**config.mk**
```make
export PLATFORM = sky130hd
export DESIGN_NAME = uart_top
export DESIGN_NICKNAME = d
export VERILOG_FILES = /design/src/uart_pkg.sv /design/src/baud_gen.sv /design/src/uart_rx.sv /design/src/uart_top.sv /design/src/uart_tx.sv
export SDC_FILE = /design/constraint.sdc
export NUM_CORES = 1
export LEC_CHECK = 0
export BUFFER_PORTS_ARGS = -buffer_cell sky130_fd_sc_hd__buf_4
export CAP_MARGIN = 20
export CORE_MARGIN = 2
export CORE_UTILIZATION = 60
export DETAILED_ROUTE_END_ITERATION = 7
export HOLD_SLACK_MARGIN = 0.1
export PLACE_DENSITY = 0.8
export SYNTH_ARGS = -nofsm -noshare
export SYNTH_HDL_FRONTEND = slang
export SYNTH_SLANG_ARGS = --single-unit
```
**constraint.sdc**
```tcl
create_clock -name clk -period 2.8 [get_ports clk]
set_input_delay 0.84 -clock clk [delete_from_list [all_inputs] [get_ports clk]]
set_output_delay 0.84 -clock clk [all_outputs]
set_load 0.02 [all_outputs]
```
**src/uart_pkg.sv**
```systemverilog
`default_nettype none

package uart_pkg;

    // Ticks per bit on both serial directions
    localparam int unsigned OVERSAMPLE = 16;

    // Clock cycles per tick for each baud select value
    // Index 0 is the slowest rate and index 7 the fastest
    localparam int unsigned BAUD_DIV [8] = '{
        1302,                             // ~1200 baud at 25 MHz
        651,                              // ~2400 baud
        326,                              // ~4800 baud
        163,                              // ~9600 baud
        81,                               // ~19200 baud
        41,                               // ~38400 baud
        27,                               // ~57600 baud
        2                                 // Fast rate for simulation
    };

    typedef logic [2:0] baud_sel_t;       // Index into BAUD_DIV

    // Transmitter FSM states
    typedef enum logic [2:0] {
        TX_DISABLED,                      // Waits for enable after a frame
        TX_IDLE,                          // Ready for a host request
        TX_START_BIT,
        TX_DATA,                          // Eight data bits, MSB first
        TX_PARITY,                        // Even parity bit
        TX_STOP_BIT
    } tx_state_t;

    // Receiver FSM states
    typedef enum logic [2:0] {
        RX_IDLE,                          // Looking for a falling edge
        RX_START_BIT,                     // Checks the start bit midpoint
        RX_DATA,
        RX_PARITY,
        RX_STOP_BIT,
        RX_HOLD                           // Word offered to the host
    } rx_state_t;

    // Received word with its error flags
    typedef struct packed {
        logic [7:0] data;                 // Received byte
        logic       parity_err;           // Parity bit disagrees with data
        logic       frame_err;            // Stop bit sampled low
    } rx_word_t;

endpackage

`default_nettype wire

```
**src/baud_gen.sv**
```systemverilog
`timescale 1ns/1ps
`default_nettype none

module baud_gen (
    input  logic                clk,
    input  logic                reset,
    input  uart_pkg::baud_sel_t baud_sel,   // Rate select from the host
    output logic                tick        // One-cycle pulse at 16x baud
);

    logic [15:0]         div;               // Divider for the current select
    logic [15:0]         count;             // Cycles left until next tick
    uart_pkg::baud_sel_t sel_q;             // Select seen last cycle

    // Every table entry fits in 16 bits
    assign div = 16'(uart_pkg::BAUD_DIV[baud_sel]);

    always_ff @(posedge clk or posedge reset) begin
        if (reset) begin
            count <= '0;
            sel_q <= '0;
            tick  <= 1'b0;
        end else begin
            sel_q <= baud_sel;              // Track select for change detect
            tick  <= 1'b0;                  // Default no pulse
            if (sel_q != baud_sel) begin
                // New rate restarts the period so the first tick is clean
                count <= div - 16'd1;
            end else if (count == 16'd0) begin
                count <= div - 16'd1;       // Reload for next period
                tick  <= 1'b1;              // Period expired
            end else begin
                count <= count - 16'd1;     // Count down
            end
        end
    end

endmodule

`default_nettype wire

```
**src/uart_rx.sv**
```systemverilog
`timescale 1ns/1ps
`default_nettype none

module uart_rx (
    input  logic               clk,
    input  logic               reset,
    input  logic               tick,      // 16x baud strobe
    input  logic               rxd,       // Asynchronous serial input
    input  logic               rx_ack,    // Host acknowledge
    output logic               rx_req,    // Word available
    output uart_pkg::rx_word_t rx_word    // Byte and error flags
);

    uart_pkg::rx_state_t state;
    logic                rxd_meta;        // First synchronizer stage
    logic                rxd_sync;        // Synchronized line
    logic                rxd_prev;        // Previous synchronized value
    logic [3:0]          tick_cnt;        // Ticks since last sample point
    logic [3:0]          sample_at;       // Count that marks a bit midpoint
    logic [2:0]          bit_idx;         // Data bits received so far
    logic [7:0]          shreg;           // Data shift register
    logic                parity_q;        // Received parity bit
    logic                start_edge;      // High to low on the line
    logic                sample;          // Midpoint strobe

    assign start_edge = rxd_prev && !rxd_sync;

    // Half a bit to the start midpoint, then one full bit per sample
    assign sample_at = (state == uart_pkg::RX_START_BIT) ?
                       4'(uart_pkg::OVERSAMPLE / 2 - 1) :
                       4'(uart_pkg::OVERSAMPLE - 1);

    assign sample = tick && (tick_cnt == sample_at);

    // Two-flop synchronizer plus edge history
    always_ff @(posedge clk or posedge reset) begin
        if (reset) begin
            rxd_meta <= 1'b1;             // Line idles high
            rxd_sync <= 1'b1;
            rxd_prev <= 1'b1;
        end else begin
            rxd_meta <= rxd;
            rxd_sync <= rxd_meta;
            rxd_prev <= rxd_sync;
        end
    end

    // Receive FSM and handshake
    always_ff @(posedge clk or posedge reset) begin
        if (reset) begin
            state    <= uart_pkg::RX_IDLE;
            tick_cnt <= '0;
            bit_idx  <= '0;
            rx_req   <= 1'b0;
        end else begin
            if (state == uart_pkg::RX_IDLE || state == uart_pkg::RX_HOLD)
                tick_cnt <= '0;                   // Counter parked
            else if (sample)
                tick_cnt <= '0;                   // Measure from this midpoint
            else if (tick)
                tick_cnt <= tick_cnt + 4'd1;

            case (state)
                uart_pkg::RX_IDLE: begin
                    if (start_edge)
                        state <= uart_pkg::RX_START_BIT;
                end

                uart_pkg::RX_START_BIT: begin
                    if (sample) begin
                        if (rxd_sync) begin
                            state <= uart_pkg::RX_IDLE;   // Glitch, not a start bit
                        end else begin
                            state   <= uart_pkg::RX_DATA;
                            bit_idx <= 3'd0;
                        end
                    end
                end

                uart_pkg::RX_DATA: begin
                    if (sample) begin
                        bit_idx <= bit_idx + 3'd1;
                        if (bit_idx == 3'd7)
                            state <= uart_pkg::RX_PARITY; // Eighth bit in
                    end
                end

                uart_pkg::RX_PARITY: begin
                    if (sample)
                        state <= uart_pkg::RX_STOP_BIT;
                end

                uart_pkg::RX_STOP_BIT: begin
                    if (sample) begin
                        state  <= uart_pkg::RX_HOLD;
                        rx_req <= 1'b1;           // Word valid next cycle
                    end
                end

                uart_pkg::RX_HOLD: begin
                    // Start bits arriving here are ignored
                    if (rx_req && rx_ack)
                        rx_req <= 1'b0;           // Host took the word
                    else if (!rx_req && !rx_ack)
                        state <= uart_pkg::RX_IDLE;   // Handshake closed
                end

                default: begin
                    state <= uart_pkg::RX_IDLE;
                end
            endcase
        end
    end

    // Data path, updated only at sample points
    always_ff @(posedge clk) begin
        if (sample && state == uart_pkg::RX_DATA)
            shreg <= {shreg[6:0], rxd_sync};      // MSB arrives first
        if (sample && state == uart_pkg::RX_PARITY)
            parity_q <= rxd_sync;
        if (sample && state == uart_pkg::RX_STOP_BIT) begin
            rx_word.data       <= shreg;
            rx_word.parity_err <= parity_q != ^shreg;   // Even parity check
            rx_word.frame_err  <= !rxd_sync;            // Stop bit must be 1
        end
    end

endmodule

`default_nettype wire

```
**src/uart_top.sv**
```systemverilog
`timescale 1ns/1ps
`default_nettype none

module uart_top (
    input  logic                clk,
    input  logic                reset,
    input  uart_pkg::baud_sel_t baud_sel,   // Shared rate for both directions
    input  logic                enable,     // Transmit enable
    input  logic                tx_req,
    input  logic [7:0]          tx_data,
    output logic                tx_ack,
    output logic                txd,        // Serial out
    input  logic                rxd,        // Serial in
    output logic                rx_req,
    input  logic                rx_ack,
    output uart_pkg::rx_word_t  rx_word
);

    logic tick;                             // 16x strobe to both directions

    baud_gen baud_gen_inst (
        .clk      (clk),
        .reset    (reset),
        .baud_sel (baud_sel),
        .tick     (tick)
    );

    uart_tx uart_tx_inst (
        .clk     (clk),
        .reset   (reset),
        .tick    (tick),
        .enable  (enable),
        .tx_req  (tx_req),
        .tx_data (tx_data),
        .tx_ack  (tx_ack),
        .txd     (txd)
    );

    uart_rx uart_rx_inst (
        .clk     (clk),
        .reset   (reset),
        .tick    (tick),
        .rxd     (rxd),
        .rx_ack  (rx_ack),
        .rx_req  (rx_req),
        .rx_word (rx_word)
    );

endmodule

`default_nettype wire

```
**src/uart_tx.sv**
```systemverilog
`timescale 1ns/1ps
`default_nettype none

module uart_tx (
    input  logic       clk,
    input  logic       reset,
    input  logic       tick,        // 16x baud strobe
    input  logic       enable,      // Lets the FSM leave DISABLED
    input  logic       tx_req,      // Host request
    input  logic [7:0] tx_data,     // Byte to send, stable while tx_req
    output logic       tx_ack,      // Handshake acknowledge
    output logic       txd          // Serial line, idles high
);

    uart_pkg::tx_state_t state;
    logic [3:0]          tick_cnt;  // Ticks within the current bit
    logic [2:0]          bit_idx;   // Data bit on the line, counts down
    logic [7:0]          data_q;    // Latched byte
    logic                accept;    // Start of a new frame
    logic                bit_end;   // Last tick of a bit
    logic                line_bit;  // Level the line should carry

    // New request only once the previous handshake has closed
    assign accept = (state == uart_pkg::TX_IDLE) && enable && tx_req && !tx_ack;

    assign bit_end = tick && (tick_cnt == 4'(uart_pkg::OVERSAMPLE - 1));

    // Line level per state
    always_comb begin
        case (state)
            uart_pkg::TX_START_BIT: line_bit = 1'b0;            // Start bit
            uart_pkg::TX_DATA:      line_bit = data_q[bit_idx]; // MSB first
            uart_pkg::TX_PARITY:    line_bit = ^data_q;         // Even parity
            default:                line_bit = 1'b1;            // Stop and idle
        endcase
    end

    // Frame sequencing
    always_ff @(posedge clk or posedge reset) begin
        if (reset) begin
            state    <= uart_pkg::TX_IDLE;
            tick_cnt <= '0;
            bit_idx  <= '0;
        end else begin
            if (state == uart_pkg::TX_IDLE) begin
                tick_cnt <= '0;                     // Align count to frame start
            end else if (tick) begin
                tick_cnt <= tick_cnt + 4'd1;        // Wraps after 16 ticks
            end

            case (state)
                uart_pkg::TX_DISABLED: begin
                    if (enable)
                        state <= uart_pkg::TX_IDLE;
                end

                uart_pkg::TX_IDLE: begin
                    if (accept)
                        state <= uart_pkg::TX_START_BIT;
                end

                uart_pkg::TX_START_BIT: begin
                    if (bit_end) begin
                        state   <= uart_pkg::TX_DATA;
                        bit_idx <= 3'd7;            // MSB goes first
                    end
                end

                uart_pkg::TX_DATA: begin
                    if (bit_end) begin
                        if (bit_idx == 3'd0)
                            state <= uart_pkg::TX_PARITY;
                        else
                            bit_idx <= bit_idx - 3'd1;
                    end
                end

                uart_pkg::TX_PARITY: begin
                    if (bit_end)
                        state <= uart_pkg::TX_STOP_BIT;
                end

                uart_pkg::TX_STOP_BIT: begin
                    if (bit_end)
                        state <= uart_pkg::TX_DISABLED; // Wait for enable
                end

                default: begin
                    state <= uart_pkg::TX_DISABLED;     // Recover from bad encoding
                end
            endcase
        end
    end

    // Four-phase acknowledge
    always_ff @(posedge clk or posedge reset) begin
        if (reset)
            tx_ack <= 1'b0;
        else if (accept)
            tx_ack <= 1'b1;                         // Data taken
        else if (tx_ack && !tx_req)
            tx_ack <= 1'b0;                         // Host released request
    end

    // Byte capture
    always_ff @(posedge clk) begin
        if (accept)
            data_q <= tx_data;
    end

    // Line register updated only on a tick
    always_ff @(posedge clk or posedge reset) begin
        if (reset)
            txd <= 1'b1;
        else if (tick)
            txd <= line_bit;
    end

endmodule

`default_nettype wire

```
==> impl_metrics.csv <==
group,metric,value,unit
status,outcome,"completed",
synthesis,synth_area_leaders,"dfrtp_1 28%, edfxtp_1 22%, xnor2_1 6.9%",
synthesis,netlist_instances,336,
clock_tree,clk_latency,350,ps
sta,setup_viol,0,
clock_tree,root_buffer,"clkbuf_8",
sta,timing.setup.tns,0,ps
placement,post-dp-hpwl,4520,um
synthesis,synth_edf_count,27,
final_layout,area_delta_synth_final,13.8,%
synthesis,synth_ff_type,"dfrtp_1",
sta,max_freq,0.457,GHz
synthesis,synth_top_area_share,0.278,
grt,first_global_vias,2387,
routing,drc_errors,0,
synthesis,synth_cell_type_count,57,
power_and_ir_drop,power_frac_clock,0.332,
grt,grtUsageTotal,0.214,
power_and_ir_drop,p_seq_frac,0.520,
routing,num_vias,2552,
floorplanning,die_y,82.4,um
synthesis,synth_top_area_cell,"dfrtp_1",
grt,grt_max_degree,47,
power_and_ir_drop,switching_share,0.275,
synthesis,synth_common_cells,"41 x dfrtp_1, 36 x nor2_1, 29 x xnor2_1, 27 x edfxtp_1, 19 x a21oi_1",
sta,worstMarginPinSlew,480,ps
clock_tree,cts_hold_buf,0,
placement,placed_cell_area,4000,um2
sta,rsz0062_at_grt,"false",
routing,drt-wirelength-per-cell,14.6,um
clock_tree,h-tree-depth,3,
final_layout,antenna_cells,0,
synthesis,ys_seq_area_frac,0.534,
placement,place.port_buffers,29,
final_layout,design_area,4190,um2
power_and_ir_drop,power_density,577,nW/um2
power_and_ir_drop,switchingPower,0.000666,W
synthesis,synth-seq-cells,73,
critical_path,required,3020,ps
power_and_ir_drop,p_int,0.00175,W
grt,grt-ovfl-total,0,
power_and_ir_drop,p_comb_frac,0.147,
sta,setup_slack,612,ps
clock_tree,cts_resized,0,
synthesis,syn_nets,367,
sta,slew_viol_final,0,
floorplanning,die_area,6780,um2
synthesis,syn-cell-area,3680,um2
sta,maxSlewHeadroom,0.671,
placement,place_congestion,0.981,
synthesis,synth_most_common_cell,"dfrtp_1",
floorplanning,die_w,82.4,um
job,maxCapViolCount,0,
routing,drtIter0Drc,112,
final_layout,nets,401,
synthesis,ys_async_sr_fraction,0.630,
routing,via_per_inst,5.67,
sta,fin_crit_sh,0.781,
final_layout,nFillCells,434,
routing,ant_nets,0,
sta,hold_viol_final,0,
critical_path,path_class,"in2reg",
clock_tree,clock-sinks,73,
grt,grt_pass1_wl,10700,um
critical_path,start_kind,"primary input",
floorplanning,ios,30,
floorplanning,std_cell_rows,28,
synthesis,syn_area_per_cell,11.0,um2
synthesis,synth-warning-count,0,
critical_path,crit_fanout,11,
clock_tree,clk_pin_slew,70,ps
final_layout,drive_gt1_frac,0.179,
floorplanning,start_util,0.622,
floorplanning,coreArea,5920,um2
sta,fin_crit,2190,ps
clock_tree,cts_setup_buffers,0,
sta,finalClockSkew,10.1,ps
clock_tree,cts_buffers,9,
critical_path,end_kind,"flip-flop",
clock_tree,cts_tree,"yes",
critical_path,cp.arrival,2410,ps
clock_tree,clock_path_buffers,2,
hold_path,hp-class,"reg2reg",
power_and_ir_drop,power_leakage,1.72,nW
routing,wirelength,6560,um
power_and_ir_drop,peakVddDrop,0.378,mV
grt,antenna_found_initial,0,
routing,firstDrtPassIters,5,
placement,place_ws,257,ps
==> cell families (layout without fill, tap and decap cells) <==
logic type	Yosys count	count (layout)	share of synthesized area
flops	73	73	0.534
xor+xnor	39	39	0.0927
buf+inv	26	65	0.0282
fa+ha+maj	14	14	0.0475
simple gates	113	113	0.168
compound gates	62	62	0.105
mux	9	9	0.0248
==> per-layer routing <==
metal  vias up  part of all wire  routed length (um)  track usage
met5         -                 0                   0            0
met1      1236              0.46                3040        0.281
li1       1260                 -                   -            -
met4         0             0.014                  92       0.0983
met3         8             0.032                 213       0.0391
met2        48              0.49                3210        0.344
==> through the flow <==
stage	utilization	hold WS [ps]	total power, W	instances
2_1_floorplan	-	345	0.00153	336
3_3_place_gp	0.675	347	0.00163	434
3_5_place_dp	0.675	350	0.00164	434
4_1_cts	0.708	361	0.00243	450
5_1_grt	0.708	363	0.00254	450
6_report	0.708	360	0.00242	450
==> cell type report <==
cell class / instances / area (um2) / share of cell area
inverters: 15 / 56.3 / 0.0134
repair buffers: 34 / 268 / 0.0638
clock buffers: 9 / 124 / 0.0295
flip-flops and latches: 73 / 1970 / 0.469
well taps: 75 / 93.8 / 0.0224
clock inverters: 7 / 71.3 / 0.0170
multi-input cells: 237 / 1610 / 0.385
==> sequential cells by signal, indices dropped and copies added (netlist names) <==
name / count
uart_tx_inst.bit_idx: 3
uart_rx_inst.rxd_sync: 1
uart_rx_inst.shreg: 8
baud_gen_inst.count: 16
uart_rx_inst.rxd_prev: 1
uart_rx_inst.rxd_meta: 1
uart_rx_inst.tick_cnt: 4
uart_rx_inst.rx_word: 10
baud_gen_inst.tick: 1
uart_rx_inst.state: 3
uart_rx_inst.bit_idx: 3
uart_tx_inst.data_q: 8
uart_tx_inst.state: 3
uart_tx_inst.txd: 1
uart_tx_inst.tx_ack: 1
baud_gen_inst.sel_q: 3
uart_rx_inst.rx_req: 1
uart_rx_inst.parity_q: 1
uart_tx_inst.tick_cnt: 4
==> worst max-delay path, stage by stage <==
cell and delay [ps]:
buf_4 150, ha_1 210, inv_1 70, mux2i_1 180, ha_1 210, nor2b_1 250, nand3_1 130, xnor2_1 140
o211ai_1 140, o21ai_0 100
==> power groups by stage <==
stage	clock network [W]	logic (W)	registers [W]
2_1_floorplan	0	0.000282	0.00125
3_3_place_gp	0	0.000349	0.00128
3_5_place_dp	0	0.000357	0.00128
4_1_cts	0.000815	0.000360	0.00126
5_1_grt	0.000863	0.000406	0.00127
6_report	0.000804	0.000357	0.00126
==> placed cells by master (no fill, tap or decap), drive strengths merged, types with 3 or more instances in the layout <==
cell | Yosys | layout
clkinvlp | 0 | 3
nand2 | 18 | 18
nor4 | 3 | 3
a21o | 3 | 3
nor2 | 37 | 37
buf | 6 | 34
nand3b | 3 | 3
ha | 14 | 14
nor3 | 6 | 6
xnor2 | 29 | 29
inv | 15 | 14
xor2 | 10 | 10
clkinv | 0 | 4
a31oi | 7 | 7
mux2i | 8 | 8
nor3b | 3 | 3
nand2b | 3 | 3
edfxtp | 27 | 27
dfstp | 5 | 5
and3 | 3 | 3
clkbuf | 5 | 9
o21ai | 18 | 18
nor2b | 8 | 8
or3 | 4 | 4
nand3 | 13 | 13
dfrtp | 41 | 41
a21oi | 20 | 20
==> path summary, 6_finish.rpt <==
kind | slack [ps] | from | cells after the start | endpoint
worst max register to register | 770 | baud_gen_inst.count[10] | 6 | baud_gen_inst.count[5]
worst min register to register | 360 | uart_rx_inst.rxd_meta | 0 | uart_rx_inst.rxd_sync
worst max-delay path | 610 | baud_sel[0] | 10 | baud_gen_inst.count[6]
min in group asynchronous | 530 | reset | 3 | uart_tx_inst.tx_ack
worst min-delay path | 360 | uart_rx_inst.rxd_meta | 0 | uart_rx_inst.rxd_sync
max in group asynchronous | 1990 | reset | 3 | uart_rx_inst.rxd_prev
Power figures use the tool's default switching activity.
